==> src/source/xbar_macros.svh <==
//~~~~~~~~~~~~~~~~~~~~~~~~~~~~~~~~~~~~~~~~~~~~~~~~~~~~~~~~~~~~~~~~~~~~~~~~~~
// Crossbar address map and bank sizing
// Region codes sit in the top address nibble
//~~~~~~~~~~~~~~~~~~~~~~~~~~~~~~~~~~~~~~~~~~~~~~~~~~~~~~~~~~~~~~~~~~~~~~~~~~

`ifndef XBAR_MACROS_SVH
`define XBAR_MACROS_SVH

// Region code of bank 0, address bits 31:28
`define XBAR_REGION_SRAM0 4'h0

// Region code of bank 1
`define XBAR_REGION_SRAM1 4'h1

// Bank depth in 32-bit words
`define XBAR_SRAM_WORDS 256

// Read word returned for unmapped accesses
`define XBAR_ERR_RDATA 32'hBADC_0DE5

`endif

==> src/source/obi_pkg.sv <==
//~~~~~~~~~~~~~~~~~~~~~~~~~~~~~~~~~~~~~~~~~~~~~~~~~~~~~~~~~~~~~~~~~~~~~~~~~~
// OBI crossbar types
// Target select and the two views of a bus address
//~~~~~~~~~~~~~~~~~~~~~~~~~~~~~~~~~~~~~~~~~~~~~~~~~~~~~~~~~~~~~~~~~~~~~~~~~~

package obi_pkg;

  // Crossbar target of one request
  typedef enum logic [1:0] {
    SEL_SRAM0 = 2'd0,
    SEL_SRAM1 = 2'd1,
    SEL_ERR   = 2'd2
  } slave_sel_e;

  // Decoded view of a byte address
  typedef struct packed {
    logic [3:0]  region;
    logic [25:0] word_off;
    logic [1:0]  lane;
  } obi_addr_fields_t;

  // Raw byte address, or region / word / lane
  typedef union packed {
    logic [31:0]      raw;
    obi_addr_fields_t fields;
  } obi_addr_u;

endpackage

==> src/source/obi_bus_if.sv <==
//~~~~~~~~~~~~~~~~~~~~~~~~~~~~~~~~~~~~~~~~~~~~~~~~~~~~~~~~~~~~~~~~~~~~~~~~~~
// OBI request/response bundle with manager and subordinate views
//~~~~~~~~~~~~~~~~~~~~~~~~~~~~~~~~~~~~~~~~~~~~~~~~~~~~~~~~~~~~~~~~~~~~~~~~~~

`timescale 1ns/1ps

interface obi_bus_if;

  // Request channel
  logic               req;
  logic               gnt;
  obi_pkg::obi_addr_u addr;
  logic               we;
  logic [3:0]         be;
  logic [31:0]        wdata;

  // Response channel, rvalid is a one-cycle pulse
  logic               rvalid;
  logic [31:0]        rdata;
  logic               err;

  modport manager (
    output req, addr, we, be, wdata,
    input  gnt, rvalid, rdata, err
  );

  modport subordinate (
    input  req, addr, we, be, wdata,
    output gnt, rvalid, rdata, err
  );

endinterface

==> src/source/obi_xbar.sv <==
//~~~~~~~~~~~~~~~~~~~~~~~~~~~~~~~~~~~~~~~~~~~~~~~~~~~~~~~~~~~~~~~~~~~~~~~~~~
// Two-manager OBI crossbar with per-bank round-robin arbitration
// Unmapped requests are answered by an internal error responder
//~~~~~~~~~~~~~~~~~~~~~~~~~~~~~~~~~~~~~~~~~~~~~~~~~~~~~~~~~~~~~~~~~~~~~~~~~~

`timescale 1ns/1ps

`include "xbar_macros.svh"

module obi_xbar (
  input  logic                clk_i,
  input  logic                rst_n_i,
  obi_bus_if.subordinate      m0,
  obi_bus_if.subordinate      m1,
  input  obi_pkg::slave_sel_e m0_sel_i,
  input  obi_pkg::slave_sel_e m1_sel_i,
  obi_bus_if.manager          s0,
  obi_bus_if.manager          s1
);

  // Manager side, index is the manager number
  logic [1:0]          m_req;
  obi_pkg::slave_sel_e m_sel [2];
  logic [1:0]          m_gnt;
  logic [1:0]          m_rvalid;
  logic [1:0]          m_err;
  logic [31:0]         m_rdata [2];

  // Bank side, index is the bank number
  logic [1:0]          hit [2];
  logic [1:0]          b_req;
  logic [1:0]          b_win;
  logic [1:0]          b_gnt;
  logic [1:0]          b_rvalid;
  logic [1:0]          b_err;
  logic [31:0]         b_rdata [2];

  // rr_q[t] high means bank t favours m1 on the next tie
  logic [1:0]          rr_q;
  logic [1:0]          pend_q;
  logic [1:0]          err_vld_q;
  obi_pkg::slave_sel_e tgt_q [2];

  // No new request while a response is still on its way
  assign m_req[0] = m0.req & ~pend_q[0];
  assign m_req[1] = m1.req & ~pend_q[1];
  assign m_sel[0] = m0_sel_i;
  assign m_sel[1] = m1_sel_i;

  always_comb begin
    for (int t = 0; t < 2; t++) begin
      for (int k = 0; k < 2; k++) begin
        hit[t][k] = m_req[k] && (m_sel[k] == obi_pkg::slave_sel_e'(t));
      end
      b_req[t] = |hit[t];
      if (hit[t] == 2'b11) begin
        b_win[t] = rr_q[t];
      end else begin
        b_win[t] = hit[t][1];
      end
    end
  end

  // Error target takes every request, banks only their winner
  always_comb begin
    for (int k = 0; k < 2; k++) begin
      m_gnt[k] = m_req[k] && (m_sel[k] == obi_pkg::SEL_ERR);
      for (int t = 0; t < 2; t++) begin
        if (hit[t][k] && (b_win[t] == 1'(k)) && b_gnt[t]) begin
          m_gnt[k] = 1'b1;
        end
      end
    end
  end

  // Winner's request fields to each bank
  assign s0.req   = b_req[0];
  assign s0.addr  = b_win[0] ? m1.addr  : m0.addr;
  assign s0.we    = b_win[0] ? m1.we    : m0.we;
  assign s0.be    = b_win[0] ? m1.be    : m0.be;
  assign s0.wdata = b_win[0] ? m1.wdata : m0.wdata;

  assign s1.req   = b_req[1];
  assign s1.addr  = b_win[1] ? m1.addr  : m0.addr;
  assign s1.we    = b_win[1] ? m1.we    : m0.we;
  assign s1.be    = b_win[1] ? m1.be    : m0.be;
  assign s1.wdata = b_win[1] ? m1.wdata : m0.wdata;

  assign b_gnt      = {s1.gnt, s0.gnt};
  assign b_rvalid   = {s1.rvalid, s0.rvalid};
  assign b_err      = {s1.err, s0.err};
  assign b_rdata[0] = s0.rdata;
  assign b_rdata[1] = s1.rdata;

  always_ff @(posedge clk_i) begin
    if (!rst_n_i) begin
      rr_q      <= '0;
      pend_q    <= '0;
      err_vld_q <= '0;
    end else begin
      pend_q <= m_gnt;
      for (int k = 0; k < 2; k++) begin
        err_vld_q[k] <= m_gnt[k] && (m_sel[k] == obi_pkg::SEL_ERR);
      end
      // Pointer moves away from whoever the bank just served
      for (int t = 0; t < 2; t++) begin
        if (b_req[t] && b_gnt[t]) begin
          rr_q[t] <= ~b_win[t];
        end
      end
    end
  end

  // Target of the accepted request, used to steer the response
  always_ff @(posedge clk_i) begin
    for (int k = 0; k < 2; k++) begin
      if (m_gnt[k]) begin
        tgt_q[k] <= m_sel[k];
      end
    end
  end

  always_comb begin
    for (int k = 0; k < 2; k++) begin
      m_rvalid[k] = err_vld_q[k];
      m_err[k]    = err_vld_q[k];
      m_rdata[k]  = `XBAR_ERR_RDATA;
      if (pend_q[k] && (tgt_q[k] == obi_pkg::SEL_SRAM0)) begin
        m_rvalid[k] = b_rvalid[0];
        m_err[k]    = b_err[0];
        m_rdata[k]  = b_rdata[0];
      end else if (pend_q[k] && (tgt_q[k] == obi_pkg::SEL_SRAM1)) begin
        m_rvalid[k] = b_rvalid[1];
        m_err[k]    = b_err[1];
        m_rdata[k]  = b_rdata[1];
      end
    end
  end

  assign m0.gnt    = m_gnt[0];
  assign m0.rvalid = m_rvalid[0];
  assign m0.rdata  = m_rdata[0];
  assign m0.err    = m_err[0];
  assign m1.gnt    = m_gnt[1];
  assign m1.rvalid = m_rvalid[1];
  assign m1.rdata  = m_rdata[1];
  assign m1.err    = m_err[1];

  // Response on the next edge and no second grant in between
  a_m0_resp_next: assert property (@(posedge clk_i) disable iff (!rst_n_i)
    m0.gnt |=> m0.rvalid && !m0.gnt);
  a_m1_resp_next: assert property (@(posedge clk_i) disable iff (!rst_n_i)
    m1.gnt |=> m1.rvalid && !m1.gnt);

  // A bank serves at most one manager per cycle
  a_bank_exclusive: assert property (@(posedge clk_i) disable iff (!rst_n_i)
    !(m0.gnt && m1.gnt && (m0_sel_i == m1_sel_i) && (m0_sel_i != obi_pkg::SEL_ERR)));

endmodule

==> src/flat_wrapper.sv <==
// flat-port wrapper written by rule: the top's interface ports become plain ports
module obi_xbar_flat 
  (clk_i, rst_n_i, m0_sel_i, m1_sel_i, m0_req, m0_addr, m0_we, m0_be, m0_wdata, m0_gnt, m0_rvalid, m0_rdata, m0_err, m1_req, m1_addr, m1_we, m1_be, m1_wdata, m1_gnt, m1_rvalid, m1_rdata, m1_err, s0_req, s0_addr, s0_we, s0_be, s0_wdata, s0_gnt, s0_rvalid, s0_rdata, s0_err, s1_req, s1_addr, s1_we, s1_be, s1_wdata, s1_gnt, s1_rvalid, s1_rdata, s1_err);
  obi_bus_if m0_i ();
  obi_bus_if m1_i ();
  obi_bus_if s0_i ();
  obi_bus_if s1_i ();
  input  logic clk_i;
  input  logic rst_n_i;
  input  obi_pkg::slave_sel_e m0_sel_i;
  input  obi_pkg::slave_sel_e m1_sel_i;
  input wire logic [$bits(m0_i.req)-1:0] m0_req;
  input wire logic [$bits(m0_i.addr)-1:0] m0_addr;
  input wire logic [$bits(m0_i.we)-1:0] m0_we;
  input wire logic [$bits(m0_i.be)-1:0] m0_be;
  input wire logic [$bits(m0_i.wdata)-1:0] m0_wdata;
  output wire logic [$bits(m0_i.gnt)-1:0] m0_gnt;
  output wire logic [$bits(m0_i.rvalid)-1:0] m0_rvalid;
  output wire logic [$bits(m0_i.rdata)-1:0] m0_rdata;
  output wire logic [$bits(m0_i.err)-1:0] m0_err;
  input wire logic [$bits(m1_i.req)-1:0] m1_req;
  input wire logic [$bits(m1_i.addr)-1:0] m1_addr;
  input wire logic [$bits(m1_i.we)-1:0] m1_we;
  input wire logic [$bits(m1_i.be)-1:0] m1_be;
  input wire logic [$bits(m1_i.wdata)-1:0] m1_wdata;
  output wire logic [$bits(m1_i.gnt)-1:0] m1_gnt;
  output wire logic [$bits(m1_i.rvalid)-1:0] m1_rvalid;
  output wire logic [$bits(m1_i.rdata)-1:0] m1_rdata;
  output wire logic [$bits(m1_i.err)-1:0] m1_err;
  output wire logic [$bits(s0_i.req)-1:0] s0_req;
  output wire logic [$bits(s0_i.addr)-1:0] s0_addr;
  output wire logic [$bits(s0_i.we)-1:0] s0_we;
  output wire logic [$bits(s0_i.be)-1:0] s0_be;
  output wire logic [$bits(s0_i.wdata)-1:0] s0_wdata;
  input wire logic [$bits(s0_i.gnt)-1:0] s0_gnt;
  input wire logic [$bits(s0_i.rvalid)-1:0] s0_rvalid;
  input wire logic [$bits(s0_i.rdata)-1:0] s0_rdata;
  input wire logic [$bits(s0_i.err)-1:0] s0_err;
  output wire logic [$bits(s1_i.req)-1:0] s1_req;
  output wire logic [$bits(s1_i.addr)-1:0] s1_addr;
  output wire logic [$bits(s1_i.we)-1:0] s1_we;
  output wire logic [$bits(s1_i.be)-1:0] s1_be;
  output wire logic [$bits(s1_i.wdata)-1:0] s1_wdata;
  input wire logic [$bits(s1_i.gnt)-1:0] s1_gnt;
  input wire logic [$bits(s1_i.rvalid)-1:0] s1_rvalid;
  input wire logic [$bits(s1_i.rdata)-1:0] s1_rdata;
  input wire logic [$bits(s1_i.err)-1:0] s1_err;
  assign m0_i.req = m0_req;
  assign m0_i.addr = m0_addr;
  assign m0_i.we = m0_we;
  assign m0_i.be = m0_be;
  assign m0_i.wdata = m0_wdata;
  assign m0_gnt = m0_i.gnt;
  assign m0_rvalid = m0_i.rvalid;
  assign m0_rdata = m0_i.rdata;
  assign m0_err = m0_i.err;
  assign m1_i.req = m1_req;
  assign m1_i.addr = m1_addr;
  assign m1_i.we = m1_we;
  assign m1_i.be = m1_be;
  assign m1_i.wdata = m1_wdata;
  assign m1_gnt = m1_i.gnt;
  assign m1_rvalid = m1_i.rvalid;
  assign m1_rdata = m1_i.rdata;
  assign m1_err = m1_i.err;
  assign s0_req = s0_i.req;
  assign s0_addr = s0_i.addr;
  assign s0_we = s0_i.we;
  assign s0_be = s0_i.be;
  assign s0_wdata = s0_i.wdata;
  assign s0_i.gnt = s0_gnt;
  assign s0_i.rvalid = s0_rvalid;
  assign s0_i.rdata = s0_rdata;
  assign s0_i.err = s0_err;
  assign s1_req = s1_i.req;
  assign s1_addr = s1_i.addr;
  assign s1_we = s1_i.we;
  assign s1_be = s1_i.be;
  assign s1_wdata = s1_i.wdata;
  assign s1_i.gnt = s1_gnt;
  assign s1_i.rvalid = s1_rvalid;
  assign s1_i.rdata = s1_rdata;
  assign s1_i.err = s1_err;
  obi_xbar u_core (.clk_i(clk_i), .rst_n_i(rst_n_i), .m0(m0_i), .m1(m1_i), .m0_sel_i(m0_sel_i), .m1_sel_i(m1_sel_i), .s0(s0_i), .s1(s1_i));
endmodule
==> config.mk <==
export PLATFORM = sky130hd
export DESIGN_NAME = obi_xbar_flat
export DESIGN_NICKNAME = d
export VERILOG_FILES = /design/src/source/obi_pkg.sv /design/src/source/obi_bus_if.sv /design/src/source/obi_xbar.sv /design/src/flat_wrapper.sv
export VERILOG_INCLUDE_DIRS = /design/src /design/src/source
export SDC_FILE = /design/constraint.sdc
export NUM_CORES = 1
export LEC_CHECK = 0
export ABC_AREA = 1
export BUFFER_PORTS_ARGS = -buffer_cell sky130_fd_sc_hd__buf_2
export CAP_MARGIN = 25
export CORE_AREA = 2 2 167 169
export DETAILED_ROUTE_END_ITERATION = 8
export DIE_AREA = 0 0 169 171
export SLEW_MARGIN = 20
export SYNTH_ARGS = -nofsm -noshare
export SYNTH_HDL_FRONTEND = slang
export SYNTH_SLANG_ARGS = --single-unit
export TNS_END_PERCENT = 20
==> constraint.sdc <==
create_clock -name clk_i -period 2.76 [get_ports clk_i]
set_clock_uncertainty 0.15 [all_clocks]
set_input_delay 0.276 -clock clk_i [delete_from_list [all_inputs] [get_ports clk_i]]
set_output_delay 0.276 -clock clk_i [all_outputs]
set_load 0.01 [all_outputs]
==> out/results.tsv <==
stage	metric	value	unit
setup_path	crit_required	2330	ps
floorplanning	rows	61	
finish	design_area	5570	um2
job	maxCapViolCount	0	
finish	final-seq-area	240	um2
floorplanning	initial_core_util	11.3	%
setup_path	worst_setup_path_start_kind	flop	
setup_path	critPathArrivalTime	2060	ps
finish	final_cell_count_no_fill	1364	
synthesis	yosys_warnings	0	
drt	antenna_left	0	
clock_tree	clkTransAtPathRegs	40	ps
place	place.gp.congestion	0.852	
place	dp.final_hpwl	17400	um
synthesis	synth.distinct_cells	26	
timing	hold_viol_final	0	
synthesis	ys_async_rst_share	0	%
drt	detailroute.via_count	5460	
place	pre_cts_worst_setup_slack	422	ps
floorplanning	fp.coreArea	27300	um2
drt	detail_route.iter0.violations	216	
clock_tree	tritoncts.num_buffers	3	
timing	timing.fmax	403	MHz
clock_tree	cts_setup_buffers	0	
setup_path	path_class	reg2out	
global_routing	globalRouteOverflowTotal	0	
synthesis	synth-main-ff-cell	sky130_fd_sc_hd__dfxtp_1	
floorplanning	die-width	169	um
timing	timing.final.crit_period	2480	ps
floorplanning	num_io_pins	426	
clock_tree	cts-root-buf	sky130_fd_sc_hd__clkbuf_16	
pwr	peakVddDrop	0.0000918	V
finish	layout.cells.most_common_list	sky130_fd_sc_hd__buf_2 (425), sky130_fd_sc_hd__nand2_1 (152), sky130_fd_sc_hd__inv_1 (132), sky130_fd_sc_hd__o21ai_1 (92), sky130_fd_sc_hd__nor2_1 (51)	
floorplanning	chipHeight	171	um
clock_tree	cts-resized-gates	0	
synthesis	yosysSeqAreaShare	7.77	%
finish	syn2layout_area_growth	80.0	%
timing	rsz0062_at_grt	no	
place	placed_area	5470	um2
finish	nFillCells	3187	
finish	nets	1233	
synthesis	ys_top_cells_by_area	sky130_fd_sc_hd__nand2_1 (18%), sky130_fd_sc_hd__inv_1 (16%), sky130_fd_sc_hd__o21ai_1 (15%)	
drt	drt_first_pass_iters	5	
synthesis	synthesis.area	3090	um2
worst_hold_path	hold_path.class	in2reg	
synthesis	syn-num-nets	832	
drt	detail_route.drc_violations	0	
setup_path	cp_slowest_stage_delay	420	ps
timing	slew_headroom	61.8	%
finish	post_route_cells_drive_above_1_share	45.5	%
pwr	power.density_cell_area	227	nW/um2
outcome	outcome	complete, no violations	
synthesis	synth_largest_area_cell	sky130_fd_sc_hd__nand2_1	
setup_path	slowest_stage	sky130_fd_sc_hd__nand2_4	
place	numPortBuffers	425	
place	total_placed_cells_including_tap_cells	1358	
drt	routedWlPerCell	14.4	um
global_routing	grt_met1_use	12.3	%
drt	drt-vias-per-instance	4.00	
pwr	total_leakage_power	3.51	nW
global_routing	number_of_global_route_vias_before_repair	4686	
floorplanning	die_area	28900	um2
clock_tree	cts_max_path_buffers	2	
clock_tree	clock_latency	240	ps
global_routing	grt_first_pass_wirelength	26800	um
pwr	total_power_after_layout	1.27	mW
clock_tree	clock-sinks	10	
clock_tree	cts-htree-levels	1	
timing	tightest_slew	573	ps
global_routing	antenna_violations_before_repair	5	
global_routing	global_route.peak_usage_layer	met2	
timing	tns	0	ps
synthesis	synth-edff-count	4	
timing	final.setup.worst_slack	277	ps
global_routing	grt_max_degree	52	
drt	drt_wl_total	19600	um
timing	layout_worst_path_cycle_share	90.0	%
setup_path	critical_path.max_fanout	46	
clock_tree	cts_tree	yes	
setup_path	worstPathCellList	nor2_4 > nand3_2 > nand2_4 > buf_12 > nand2_1 > o21ai_1 > buf_2	
synthesis	synthDominantCellAreaShare	18.5	%
finish	final_common_cell	sky130_fd_sc_hd__buf_2	
global_routing	globalRouteMet2Util	25.2	%
synthesis	synthesis.area_per_instance	5.02	um2
clock_tree	cts.hold.buffers_added	0	
global_routing	grt.met3_usage	1.94	%
synthesis	synth_cells	616	
timing	maxSlewViolCount	0	
finish	multiInputGateArea	2030	um2
global_routing	gr-usage-all-layers	11.9	%
setup_path	critical_path_capture_point_type	output pin	
timing	setup_viol	0	
synthesis	synth_seq_cells	10	
[state kept, by name, indices dropped and copies added, names as in the netlist]
register / flops
u_core.pend_q: 2
u_core.err_vld_q: 2
u_core.tgt_q: 4
u_core.rr_q: 2
[power breakdown]
| group | internal, mW | leakage (nW) | total, mW | switching [mW] |
|---|---|---|---|---|
| registers | 0.162 | 0.0861 | 0.166 | 0.00389 |
| clock network | 0.218 | 0.0442 | 0.287 | 0.0692 |
| logic | 0.339 | 3.38 | 0.813 | 0.474 |
| total | 0.719 | 3.51 | 1.27 | 0.547 |
[per-stage QoR]
step,utilization [%],hold slack [ps]
floorplan,-,224
global placement,20.0,299
detailed placement,20.0,320
CTS,20.4,108
global route,20.4,109
finish,20.4,108
[logic make-up after synthesis]
group                  after synthesis  share of synthesized area, %
buffers and inverters              176                          26.9
AND/OR/NAND/NOR                    220                          28.7
flip-flops                          10                          7.77
AO/OA/AOI/OAI                      210                          36.7
[metal layers]
| metal | share of wire (%) | vias up |
|---|---|---|
| met5 | 0.092 | - |
| met4 | 0.82 | 4 |
| met3 | 7.5 | 12 |
| met2 | 55 | 298 |
| met1 | 37 | 2393 |
| li1 | - | 2753 |
[worst max-delay path, delay by kind of cell, from the launching register on]
kind                   cells  cell delay, ps
AO/OA/AOI/OAI              1             160
buffers and inverters      2             470
flip-flops                 1             360
AND/OR/NAND/NOR            4             800
[Yosys cell counts (2+ instances only)]
cell type and number:
sky130_fd_sc_hd__o21ai_2 10, sky130_fd_sc_hd__a21oi_1 38, sky130_fd_sc_hd__buf_2 3, sky130_fd_sc_hd__o21ai_1 92, sky130_fd_sc_hd__edfxtp_1 4, sky130_fd_sc_hd__clkinv_1 3
sky130_fd_sc_hd__buf_1 2, sky130_fd_sc_hd__nand2_1 152, sky130_fd_sc_hd__dfxtp_1 6, sky130_fd_sc_hd__nand3_1 5, sky130_fd_sc_hd__buf_4 9, sky130_fd_sc_hd__nand2_2 3
sky130_fd_sc_hd__o21ai_0 38, sky130_fd_sc_hd__a211oi_1 4, sky130_fd_sc_hd__nor2_2 2, sky130_fd_sc_hd__nor2_1 51, sky130_fd_sc_hd__buf_6 16, sky130_fd_sc_hd__nand3_2 5
sky130_fd_sc_hd__inv_1 132, sky130_fd_sc_hd__o22ai_1 28, sky130_fd_sc_hd__clkbuf_1 7, sky130_fd_sc_hd__clkbuf_2 2
[layout make-up]
class | instances | area share, %
Antenna cell | 2 | 0.0899
Tap cell | 346 | 7.78
Timing Repair Buffer | 436 | 40.6
Multi-Input combinational cell | 430 | 36.5
Sequential cell | 10 | 4.32
Inverter | 136 | 9.17
Clock buffer | 4 | 1.60
[final timing paths]
check / to / startpoint / slack, ps / cells past startpoint
max: s0_addr[2] / u_core.pend_q[0] / 280 / 7
min: u_core.tgt_q[0][2] / m1_sel_i[0] / 110 / 1
max reg2reg: u_core.tgt_q[0][1] / u_core.pend_q[0] / 820 / 6
min reg2reg: u_core.rr_q[1] / u_core.rr_q[1] / 330 / 2
(Power assumes the default switching activity.)
